<file path="src/include/defines.svh">
// core wide defines
`ifndef DEFINES_SVH
`define DEFINES_SVH

// fetch address width in bits
`define INST_ADDR_WIDTH 32

`endif

</file>
<file path="src/hw/bpu_pkg.sv">
// branch predictor types
`default_nettype none

package bpu_pkg;

    localparam int BHT_INDEX_BITS = 6;                   // 64 entries
    localparam int BHT_ENTRIES    = 1 << BHT_INDEX_BITS;
    localparam int BHT_IDX_LSB    = 2;                   // skip byte offset of a word

    typedef logic [BHT_INDEX_BITS-1:0] bht_idx_t;
    typedef logic [1:0]                bht_cnt_t;        // 2-bit saturating counter

    localparam bht_cnt_t BHT_CNT_RESET = 2'd1; // weakly not taken
    localparam bht_cnt_t BHT_TAKEN_MIN = 2'd2; // weakly taken and up

endpackage

`default_nettype wire

</file>
<file path="src/hw/riscv_pkg.sv">
// rv32i isa types
`default_nettype none

`include "defines.svh"

package riscv_pkg;

    typedef logic [`INST_ADDR_WIDTH-1:0] inst_addr_t; // instruction address
    typedef logic [31:0]                 xlen_t;      // operand / immediate word

    localparam int INST_BYTES = 4; // sequential pc step

    // branch and jump operations seen by the bru
    typedef enum logic [3:0] {
        BJP_NONE = 4'd0,
        BJP_JAL  = 4'd1,
        BJP_JALR = 4'd2,
        BJP_BEQ  = 4'd3,
        BJP_BNE  = 4'd4,
        BJP_BLT  = 4'd5,
        BJP_BGE  = 4'd6,
        BJP_BLTU = 4'd7,
        BJP_BGEU = 4'd8
    } bjp_op_e;

    // true for the six conditional branches
    function automatic logic is_cond_br(bjp_op_e op);
        return (op inside {BJP_BEQ, BJP_BNE, BJP_BLT, BJP_BGE, BJP_BLTU, BJP_BGEU});
    endfunction

endpackage

`default_nettype wire

</file>
<file path="src/hw/bjp_if.sv">
// resolved branch operand bundle
`timescale 1ns/100ps
`default_nettype none

interface bjp_if import riscv_pkg::*; ();

    logic       valid;
    logic       ready;        // from bru, low on interrupt
    bjp_op_e    op;
    inst_addr_t pc;
    logic       fence;
    logic       pred_taken;   // bht said taken, conditional ops only
    inst_addr_t adder_result; // pc+imm, rs1+imm for jalr
    inst_addr_t next_pc;      // pc+4
    logic       eq;
    logic       ge_signed;
    logic       ge_unsigned;

    // operand stage side
    modport stage (
        output valid, op, pc, fence, pred_taken, adder_result, next_pc,
        output eq, ge_signed, ge_unsigned,
        input  ready
    );

    // resolution side
    modport bru (
        input  valid, op, pc, fence, pred_taken, adder_result, next_pc,
        input  eq, ge_signed, ge_unsigned,
        output ready
    );

endinterface

`default_nettype wire

</file>
<file path="src/hw/bht.sv">
// branch history table
`timescale 1ns/100ps
`default_nettype none

module bht import riscv_pkg::*, bpu_pkg::*; (
    input  wire        clk,
    input  wire        rst_n,
    // lookup side, combinational
    input  inst_addr_t lookup_pc_i,
    output logic       pred_taken_o,
    // update side from the bru
    input  wire        update_valid_i,
    input  inst_addr_t update_pc_i,
    input  wire        real_taken_i
);

    bht_cnt_t cnt_q [BHT_ENTRIES]; // one counter per index
    bht_idx_t lookup_idx;
    bht_idx_t update_idx;
    bht_cnt_t cur_cnt;             // counter being updated
    bht_cnt_t nxt_cnt;

    assign lookup_idx = lookup_pc_i[BHT_IDX_LSB +: BHT_INDEX_BITS];
    assign update_idx = update_pc_i[BHT_IDX_LSB +: BHT_INDEX_BITS];

    // upper counter bit set means taken
    assign pred_taken_o = (cnt_q[lookup_idx] >= BHT_TAKEN_MIN);

    assign cur_cnt = cnt_q[update_idx];

    // saturating step
    always_comb begin
        nxt_cnt = cur_cnt;
        if (real_taken_i) begin
            if (cur_cnt != 2'd3)
                nxt_cnt = cur_cnt + 2'd1; // toward strongly taken
        end else begin
            if (cur_cnt != 2'd0)
                nxt_cnt = cur_cnt - 2'd1; // toward strongly not taken
        end
    end

    // all entries start weakly not taken
    always_ff @(posedge clk or negedge rst_n) begin
        if (!rst_n) begin
            for (int i = 0; i < BHT_ENTRIES; i++) begin
                cnt_q[i] <= BHT_CNT_RESET;
            end
        end else if (update_valid_i) begin
            cnt_q[update_idx] <= nxt_cnt;
        end
    end

endmodule

`default_nettype wire

</file>
<file path="src/hw/bjp_operand_unit.sv">
// branch operand stage
`timescale 1ns/100ps
`default_nettype none

module bjp_operand_unit import riscv_pkg::*; (
    input  wire        clk,
    input  wire        rst_n,
    // request handshake
    input  wire        req_valid_i,
    output logic       req_ready_o,
    // request payload
    input  inst_addr_t pc_i,
    input  bjp_op_e    op_i,
    input  xlen_t      rs1_i,
    input  xlen_t      rs2_i,
    input  xlen_t      imm_i,
    input  wire        fence_i,
    input  wire        pred_taken_i, // raw bht lookup for pc_i
    // toward the bru
    bjp_if.stage       out
);

    logic       full_q;     // entry occupied
    logic       accept;
    logic       consume;

    // precomputed at acceptance
    inst_addr_t adder_d;
    logic       pred_d;

    // held packet, no reset needed
    bjp_op_e    op_q;
    inst_addr_t pc_q;
    logic       fence_q;
    logic       pred_q;
    inst_addr_t adder_q;
    inst_addr_t next_pc_q;
    logic       eq_q;
    logic       ges_q;
    logic       geu_q;

    assign consume     = full_q & out.ready;
    assign req_ready_o = ~full_q | consume; // empty or draining this cycle
    assign accept      = req_valid_i & req_ready_o;

    // jalr adds to rs1, everything else to pc
    assign adder_d = (op_i == BJP_JALR) ? (rs1_i + imm_i) : (pc_i + imm_i);
    assign pred_d  = pred_taken_i & is_cond_br(op_i); // jumps never predicted

    always_ff @(posedge clk or negedge rst_n) begin
        if (!rst_n) begin
            full_q <= 1'b0;
        end else if (accept) begin
            full_q <= 1'b1;
        end else if (consume) begin
            full_q <= 1'b0;
        end
    end

    always_ff @(posedge clk) begin
        if (accept) begin
            op_q      <= op_i;
            pc_q      <= pc_i;
            fence_q   <= fence_i;
            pred_q    <= pred_d;
            adder_q   <= adder_d;
            next_pc_q <= pc_i + INST_BYTES;
            eq_q      <= (rs1_i == rs2_i);
            ges_q     <= ($signed(rs1_i) >= $signed(rs2_i));
            geu_q     <= (rs1_i >= rs2_i);
        end
    end

    assign out.valid        = full_q;
    assign out.op           = op_q;
    assign out.pc           = pc_q;
    assign out.fence        = fence_q;
    assign out.pred_taken   = pred_q;
    assign out.adder_result = adder_q;
    assign out.next_pc      = next_pc_q;
    assign out.eq           = eq_q;
    assign out.ge_signed    = ges_q;
    assign out.ge_unsigned  = geu_q;

endmodule

`default_nettype wire

</file>
<file path="src/hw/branch_exec_top.sv">
// branch execution slice top
`timescale 1ns/100ps
`default_nettype none

module branch_exec_top import riscv_pkg::*; (
    input  wire        clk,
    input  wire        rst_n,
    // instruction packet
    input  wire        req_valid_i,
    output logic       req_ready_o,
    input  inst_addr_t pc_i,
    input  bjp_op_e    op_i,
    input  xlen_t      rs1_i,
    input  xlen_t      rs2_i,
    input  xlen_t      imm_i,
    input  wire        fence_i,
    input  wire        int_assert_i,
    // redirect
    output logic       jump_flag_o,
    output inst_addr_t jump_addr_o,
    output logic       misaligned_fetch_o,
    // bht write back, observed
    output logic       bht_update_valid_o,
    output inst_addr_t bht_update_pc_o,
    output logic       bht_taken_o
);

    logic pred_taken; // lookup for the incoming pc

    bjp_if bjp ();

    bht bht_i (
        .clk            (clk),
        .rst_n          (rst_n),
        .lookup_pc_i    (pc_i),
        .pred_taken_o   (pred_taken),
        .update_valid_i (bht_update_valid_o),
        .update_pc_i    (bht_update_pc_o),
        .real_taken_i   (bht_taken_o)
    );

    bjp_operand_unit bjp_operand_unit_i (
        .clk          (clk),
        .rst_n        (rst_n),
        .req_valid_i  (req_valid_i),
        .req_ready_o  (req_ready_o),
        .pc_i         (pc_i),
        .op_i         (op_i),
        .rs1_i        (rs1_i),
        .rs2_i        (rs2_i),
        .imm_i        (imm_i),
        .fence_i      (fence_i),
        .pred_taken_i (pred_taken),
        .out          (bjp.stage)
    );

    exu_bru exu_bru_i (
        .clk                (clk),
        .rst_n              (rst_n),
        .in                 (bjp.bru),
        .int_assert_i       (int_assert_i),
        .jump_flag_o        (jump_flag_o),
        .jump_addr_o        (jump_addr_o),
        .misaligned_fetch_o (misaligned_fetch_o),
        .update_valid_o     (bht_update_valid_o),
        .update_pc_o        (bht_update_pc_o),
        .real_taken_o       (bht_taken_o)
    );

endmodule

`default_nettype wire

</file>
<file path="src/hw/exu_bru.sv">
// branch resolution unit
`timescale 1ns/100ps
`default_nettype none

module exu_bru import riscv_pkg::*; (
    input  wire        clk,
    input  wire        rst_n,
    bjp_if.bru         in,
    input  wire        int_assert_i,       // stalls resolution
    // redirect
    output logic       jump_flag_o,
    output inst_addr_t jump_addr_o,
    output logic       misaligned_fetch_o,
    // bht write back one cycle late
    output logic       update_valid_o,
    output inst_addr_t update_pc_o,
    output logic       real_taken_o
);

    logic       fire;        // packet consumed this cycle
    logic       is_cond;
    logic       cond_hit;    // condition true with jalr counted
    logic       branch_cond;
    logic       pred_rollback;
    logic       jump_raw;
    inst_addr_t jalr_target;

    logic       update_valid_q;
    inst_addr_t update_pc_q;
    logic       real_taken_q;

    // interrupt holds the packet in the stage
    assign in.ready = ~int_assert_i;
    assign fire     = in.valid & in.ready;

    assign is_cond = is_cond_br(in.op);

    // evaluate condition from precomputed flags
    always_comb begin
        unique case (in.op)
            BJP_BEQ:  cond_hit = in.eq;
            BJP_BNE:  cond_hit = ~in.eq;
            BJP_BLT:  cond_hit = ~in.ge_signed;
            BJP_BGE:  cond_hit = in.ge_signed;
            BJP_BLTU: cond_hit = ~in.ge_unsigned;
            BJP_BGEU: cond_hit = in.ge_unsigned;
            BJP_JALR: cond_hit = 1'b1;
            default:  cond_hit = 1'b0; // jal handled below and none never jumps
        endcase
    end

    assign branch_cond   = fire & cond_hit;
    assign pred_rollback = fire & in.pred_taken & ~cond_hit; // fetch went the wrong way

    // jal redirects here too since fetch does not follow it ahead of time
    assign jump_raw = (branch_cond & ~in.pred_taken)
                    | (fire & (in.op == BJP_JAL))
                    | (fire & in.fence)
                    | pred_rollback;

    assign jalr_target = in.adder_result & ~inst_addr_t'(1); // clear bit 0

    always_comb begin
        if (in.fence || pred_rollback)
            jump_addr_o = in.next_pc;
        else if (in.op == BJP_JALR)
            jump_addr_o = jalr_target;
        else
            jump_addr_o = in.adder_result;
    end

    // low two bits must be zero without compressed support
    assign misaligned_fetch_o = (jump_addr_o[1:0] != 2'b00) & jump_raw;

    assign jump_flag_o = jump_raw & ~misaligned_fetch_o; // every jump term waits for fire

    always_ff @(posedge clk or negedge rst_n) begin
        if (!rst_n) begin
            update_valid_q <= 1'b0;
        end else begin
            update_valid_q <= fire & is_cond; // conditional and not interrupted
        end
    end

    always_ff @(posedge clk) begin
        if (fire && is_cond) begin
            update_pc_q  <= in.pc;
            real_taken_q <= cond_hit;
        end
    end

    assign update_valid_o = update_valid_q;
    assign update_pc_o    = update_pc_q;
    assign real_taken_o   = real_taken_q;

endmodule

`default_nettype wire

</file>
<file path="config.mk">
export PLATFORM = sky130hd
export DESIGN_NAME = branch_exec_top
export DESIGN_NICKNAME = d
export VERILOG_FILES = /design/src/hw/bpu_pkg.sv /design/src/hw/riscv_pkg.sv /design/src/hw/bjp_if.sv /design/src/hw/bht.sv /design/src/hw/bjp_operand_unit.sv /design/src/hw/branch_exec_top.sv /design/src/hw/exu_bru.sv
export VERILOG_INCLUDE_DIRS = /design/src /design/src/include
export SDC_FILE = /design/constraint.sdc
export NUM_CORES = 1
export LEC_CHECK = 0
export BUFFER_PORTS_ARGS = -buffer_cell sky130_fd_sc_hd__buf_2
export CAP_MARGIN = 25
export CORE_MARGIN = 3
export CORE_UTILIZATION = 60
export DETAILED_ROUTE_END_ITERATION = 8
export MAX_ROUTING_LAYER = met4
export PLACE_DENSITY = 0.87
export SLEW_MARGIN = 5
export SYNTH_ARGS = -nofsm -noshare
export SYNTH_HDL_FRONTEND = slang
export SYNTH_HIERARCHICAL = 1
export SYNTH_SLANG_ARGS = --single-unit
</file>
<file path="constraint.sdc">
create_clock -name clk -period 6.75 [get_ports clk]
set_input_delay 1.0125 -clock clk [delete_from_list [all_inputs] [get_ports clk]]
set_output_delay 1.0125 -clock clk [all_outputs]
set_load 0.02 [all_outputs]
</file>
==> insert_results.sql <==
INSERT INTO impl_metrics (metric_group, metric, value, unit) VALUES
('timing', 'minimum_setup_slack_in_the_final_design', '2.42', 'ns'),
('timing', 'period_needed', '4.33', 'ns'),
('die', 'fp.dieW', '167', 'microns'),
('detailed_routing', 'vias_post_dr', '11600', ''),
('die', 'initial_utilization', '61.3', '%'),
('cts', 'cts_hold_repair.buffers', '0', ''),
('worst_setup_path', 'worst_setup_path_end_kind', 'output port', ''),
('synth', 'post-synth-top-area-fraction', '26.3', '%'),
('global_route', 'grt_overflow', '0', ''),
('detailed_routing', 'detail_route.iter0.violations', '1012', ''),
('detailed_routing', 'via_to_cell_ratio', '6.32', ''),
('cts', 'numCtsBuffers', '29', ''),
('timing', 'rsz_0062_raised_after_global_routing', 'no', ''),
('synth', 'asyncSetResetFlopFracSynth', '48.9', '%'),
('detailed_routing', 'wl_per_cell', '22.3', 'microns'),
('power', 'static_leak', '7.55', 'nW'),
('worst_setup_path', 'setup.reg_to_reg.worst_slack', '2.87', 'ns'),
('cts', 'htree_num_levels', '1', ''),
('worst_setup_path', 'cpMostUsedCell', 'sky130_fd_sc_hd__buf_2', ''),
('detailed_routing', 'route.final.wire_length', '41100', 'microns'),
('cts', 'clock_pin_slew_worst_setup_and_hold_paths', '0.05', 'ns'),
('timing', 'setup_violations', '0', ''),
('cts', 'worst_skew_pair.late_latency', '0.55', 'ns'),
('synth', 'synthCells', '1295', ''),
('synth', 'synth-edff-count', '136', ''),
('final_layout', 'layout-drive-gt1-share', '37.5', '%'),
('synth', 'synth.ff_latch_count', '266', ''),
('global_route', 'grt_pass1_vias', '11800', ''),
('detailed_routing', 'first_pass_iters', '5', ''),
('worst_setup_path', 'critPathMaxStageDelay', '0.52', 'ns'),
('die', 'placement_rows', '58', ''),
('timing', 'final.period_utilization', '64.1', '%'),
('final_layout', 'stdcell_count', '1843', ''),
('cts', 'cts.sink_count', '266', ''),
('placed_design', 'detailed_place_hpwl', '28700', 'microns'),
('hold_path', 'hold_path.class', 'reg2reg', ''),
('synth', 'synth.most_common_cell', 'sky130_fd_sc_hd__nand2_1', ''),
('cts', 'post_cts.repair.setup_buffers', '0', ''),
('worst_setup_path', 'critical_path.startpoint_type', 'input pin', ''),
('power', 'power_density', '227', 'mW/mm^2'),
('timing', 'worst_slew_pin_slew', '1.13', 'ns'),
('outcome', 'outcome', 'finished clean', ''),
('synth', 'netlist_top_cells_count', 'sky130_fd_sc_hd__nand2_1 (177), sky130_fd_sc_hd__edfxtp_1 (136), sky130_fd_sc_hd__mux2_2 (104), sky130_fd_sc_hd__ha_1 (67), sky130_fd_sc_hd__dfrtp_1 (66)', ''),
('power', 'vdd_ir_drop_max', '227', 'uV'),
('worst_setup_path', 'worstPathRequired', '5.74', 'ns'),
('final_layout', 'finish.net_count', '1694', ''),
('synth', 'ys_dominant_reg_cell', 'sky130_fd_sc_hd__edfxtp_1', ''),
('global_route', 'global_route_wire_length_before_repair', '63500', 'microns'),
('cts', 'clock-root-buffer', 'sky130_fd_sc_hd__clkbuf_16', ''),
('placed_design', 'worst_slack_at_placement', '1.97', 'ns'),
('synth', 'synth_fp_nets', '1500', ''),
('worst_setup_path', 'critical_path_class', 'in2out', ''),
('die', 'floorplan.core_area', '0.0253', 'sq mm'),
('placed_design', 'finalWeightedCongestion', '0.922', ''),
('synth', 'synth-warning-count', '6', ''),
('detailed_routing', 'detail-route-antenna-nets', '0', ''),
('flow_run', 'drv_cap', '0', ''),
('cts', 'clock_tree.buffer_depth', '3', ''),
('global_route', 'grt_start_max_net_pins', '77', ''),
('synth', 'netlist-cell-type-count', '99', ''),
('synth', 'syn_avg_cell_area', '12.0', 'sq um'),
('global_route', 'globalRouteTotalUtil', '29.5', '%'),
('timing', 'maxClockFrequency', '231', 'MHz'),
('cts', 'tritoncts', 'built', ''),
('die', 'floorplan.die_area', '0.0278', 'sq mm'),
('synth', 'synth.cell_area', '0.0155', 'sq mm'),
('detailed_routing', 'remaining_drc_errors', '0', ''),
('timing', 'finalSetupTns', '0', 'ns'),
('timing', 'final_max_slew_viol_count', '0', ''),
('synth', 'yosys-top-cells-area', 'sky130_fd_sc_hd__edfxtp_1 (26%), sky130_fd_sc_hd__dfstp_2 (11%), sky130_fd_sc_hd__dfrtp_1 (11%)', ''),
('placed_design', 'number_of_placed_cells_counting_well_taps', '1786', '');
==> where the power goes <==
| part | internal (mW) | switching [mW] | leakage (nW) |
|---|---|---|---|
| Clock | 0.875 | 0.633 | 0.433 |
| Sequential | 1.82 | 0.0367 | 2.86 |
| Combinational | 0.258 | 0.393 | 4.25 |
| Total | 2.95 | 1.06 | 7.55 |
==> layout by cell type (no fill, tap or decap), drive strengths merged, types with 19 or more instances in the layout <==
master  synthesis  routed
clkbuf         18      39
buf            38     219
mux4           33      33
nor2           39      39
a21oi          39      39
nand3          28      28
dfstp          64      64
ha             67      67
xnor2          33      33
nand2         177     177
dfrtp          66      66
inv            59      60
mux2          136     136
xor2           19      19
o21ai          94      94
edfxtp        136     136
==> critical path: cells and delay by family <==
family          cells  cell delay [ns]
mux                 1             0.37
buf+inv             3             0.78
compound gates      1             0.26
simple gates        3             0.87
==> area by class of cell <==
cell class | instances | area [sq um]
diodes | 2 | 5.00
clock buffers | 39 | 773
clock inverters | 14 | 119
fillers | 1693 | 7620
inverters | 59 | 221
multi-input cells | 914 | 7580
flip-flops and latches | 266 | 7420
well taps | 330 | 413
repair buffers | 219 | 1170
==> state kept, by name, summed over array words and instances, names as in the netlist, 4 cells and up <==
register                             count
bjp_operand_unit_i/out.adder_result     32
bjp_operand_unit_i/out.pc               32
bjp_operand_unit_i/out.next_pc          30
bht_i/cnt_q                            128
bjp_operand_unit_i/out.op                4
exu_bru_i/update_pc_o                   32
==> final timing paths <==
path / startpoint / endpoint / depth (start not counted)
max: int_assert_i / jump_addr_o[31] / 8
min: bjp_operand_unit_i/out.pc[25]$_DFFE_PP_ / exu_bru_i/update_pc_o[25]$_DFFE_PP_ / 0
max reg2reg: exu_bru_i/update_pc_o[3]$_DFFE_PP_ / bht_i/cnt_q[101]$_DFFE_PN0P_ / 9
min reg2reg: bjp_operand_unit_i/out.pc[25]$_DFFE_PP_ / exu_bru_i/update_pc_o[25]$_DFFE_PP_ / 0
max in group asynchronous: rst_n / bht_i/cnt_q[65]$_DFFE_PN0P_ / 2
min in group asynchronous: rst_n / bht_i/cnt_q[61]$_DFFE_PN0P_ / 1
==> stage by stage <==
stage	util [%]	power, mW	hold slack (ns)	area [sq um]
4_1_cts	69.8	4.01	0.417	17700
3_5_place_dp	66.3	2.52	0.405	16800
2_1_floorplan	-	2.30	0.400	15500
6_report	69.9	4.02	0.416	17700
5_1_grt	69.9	4.16	0.420	17700
3_3_place_gp	66.1	2.50	0.400	16700
==> logic make-up after synthesis <==
family | synth area share, %
AOI/OAI and AO/OA | 12.2
adders and majority gates | 5.62
xor gates and xnor gates | 2.93
buffers and inverters | 3.59
muxes | 16.5
and+or+nand+nor | 11.5
DFF | 47.8
==> per-layer routing <==
metal  global-route usage [%]  up-vias  routed length [microns]  share of wire [%]
met5                        -        -                        0                  0
met3                     5.03      145                     3640                8.9
met1                     38.6     5635                    16100                 39
met2                     46.3      652                    19600                 48
met4                     12.0        0                     1730                4.2
li1                         -     5217                        -                  -
Power figures use the tool's default switching activity.
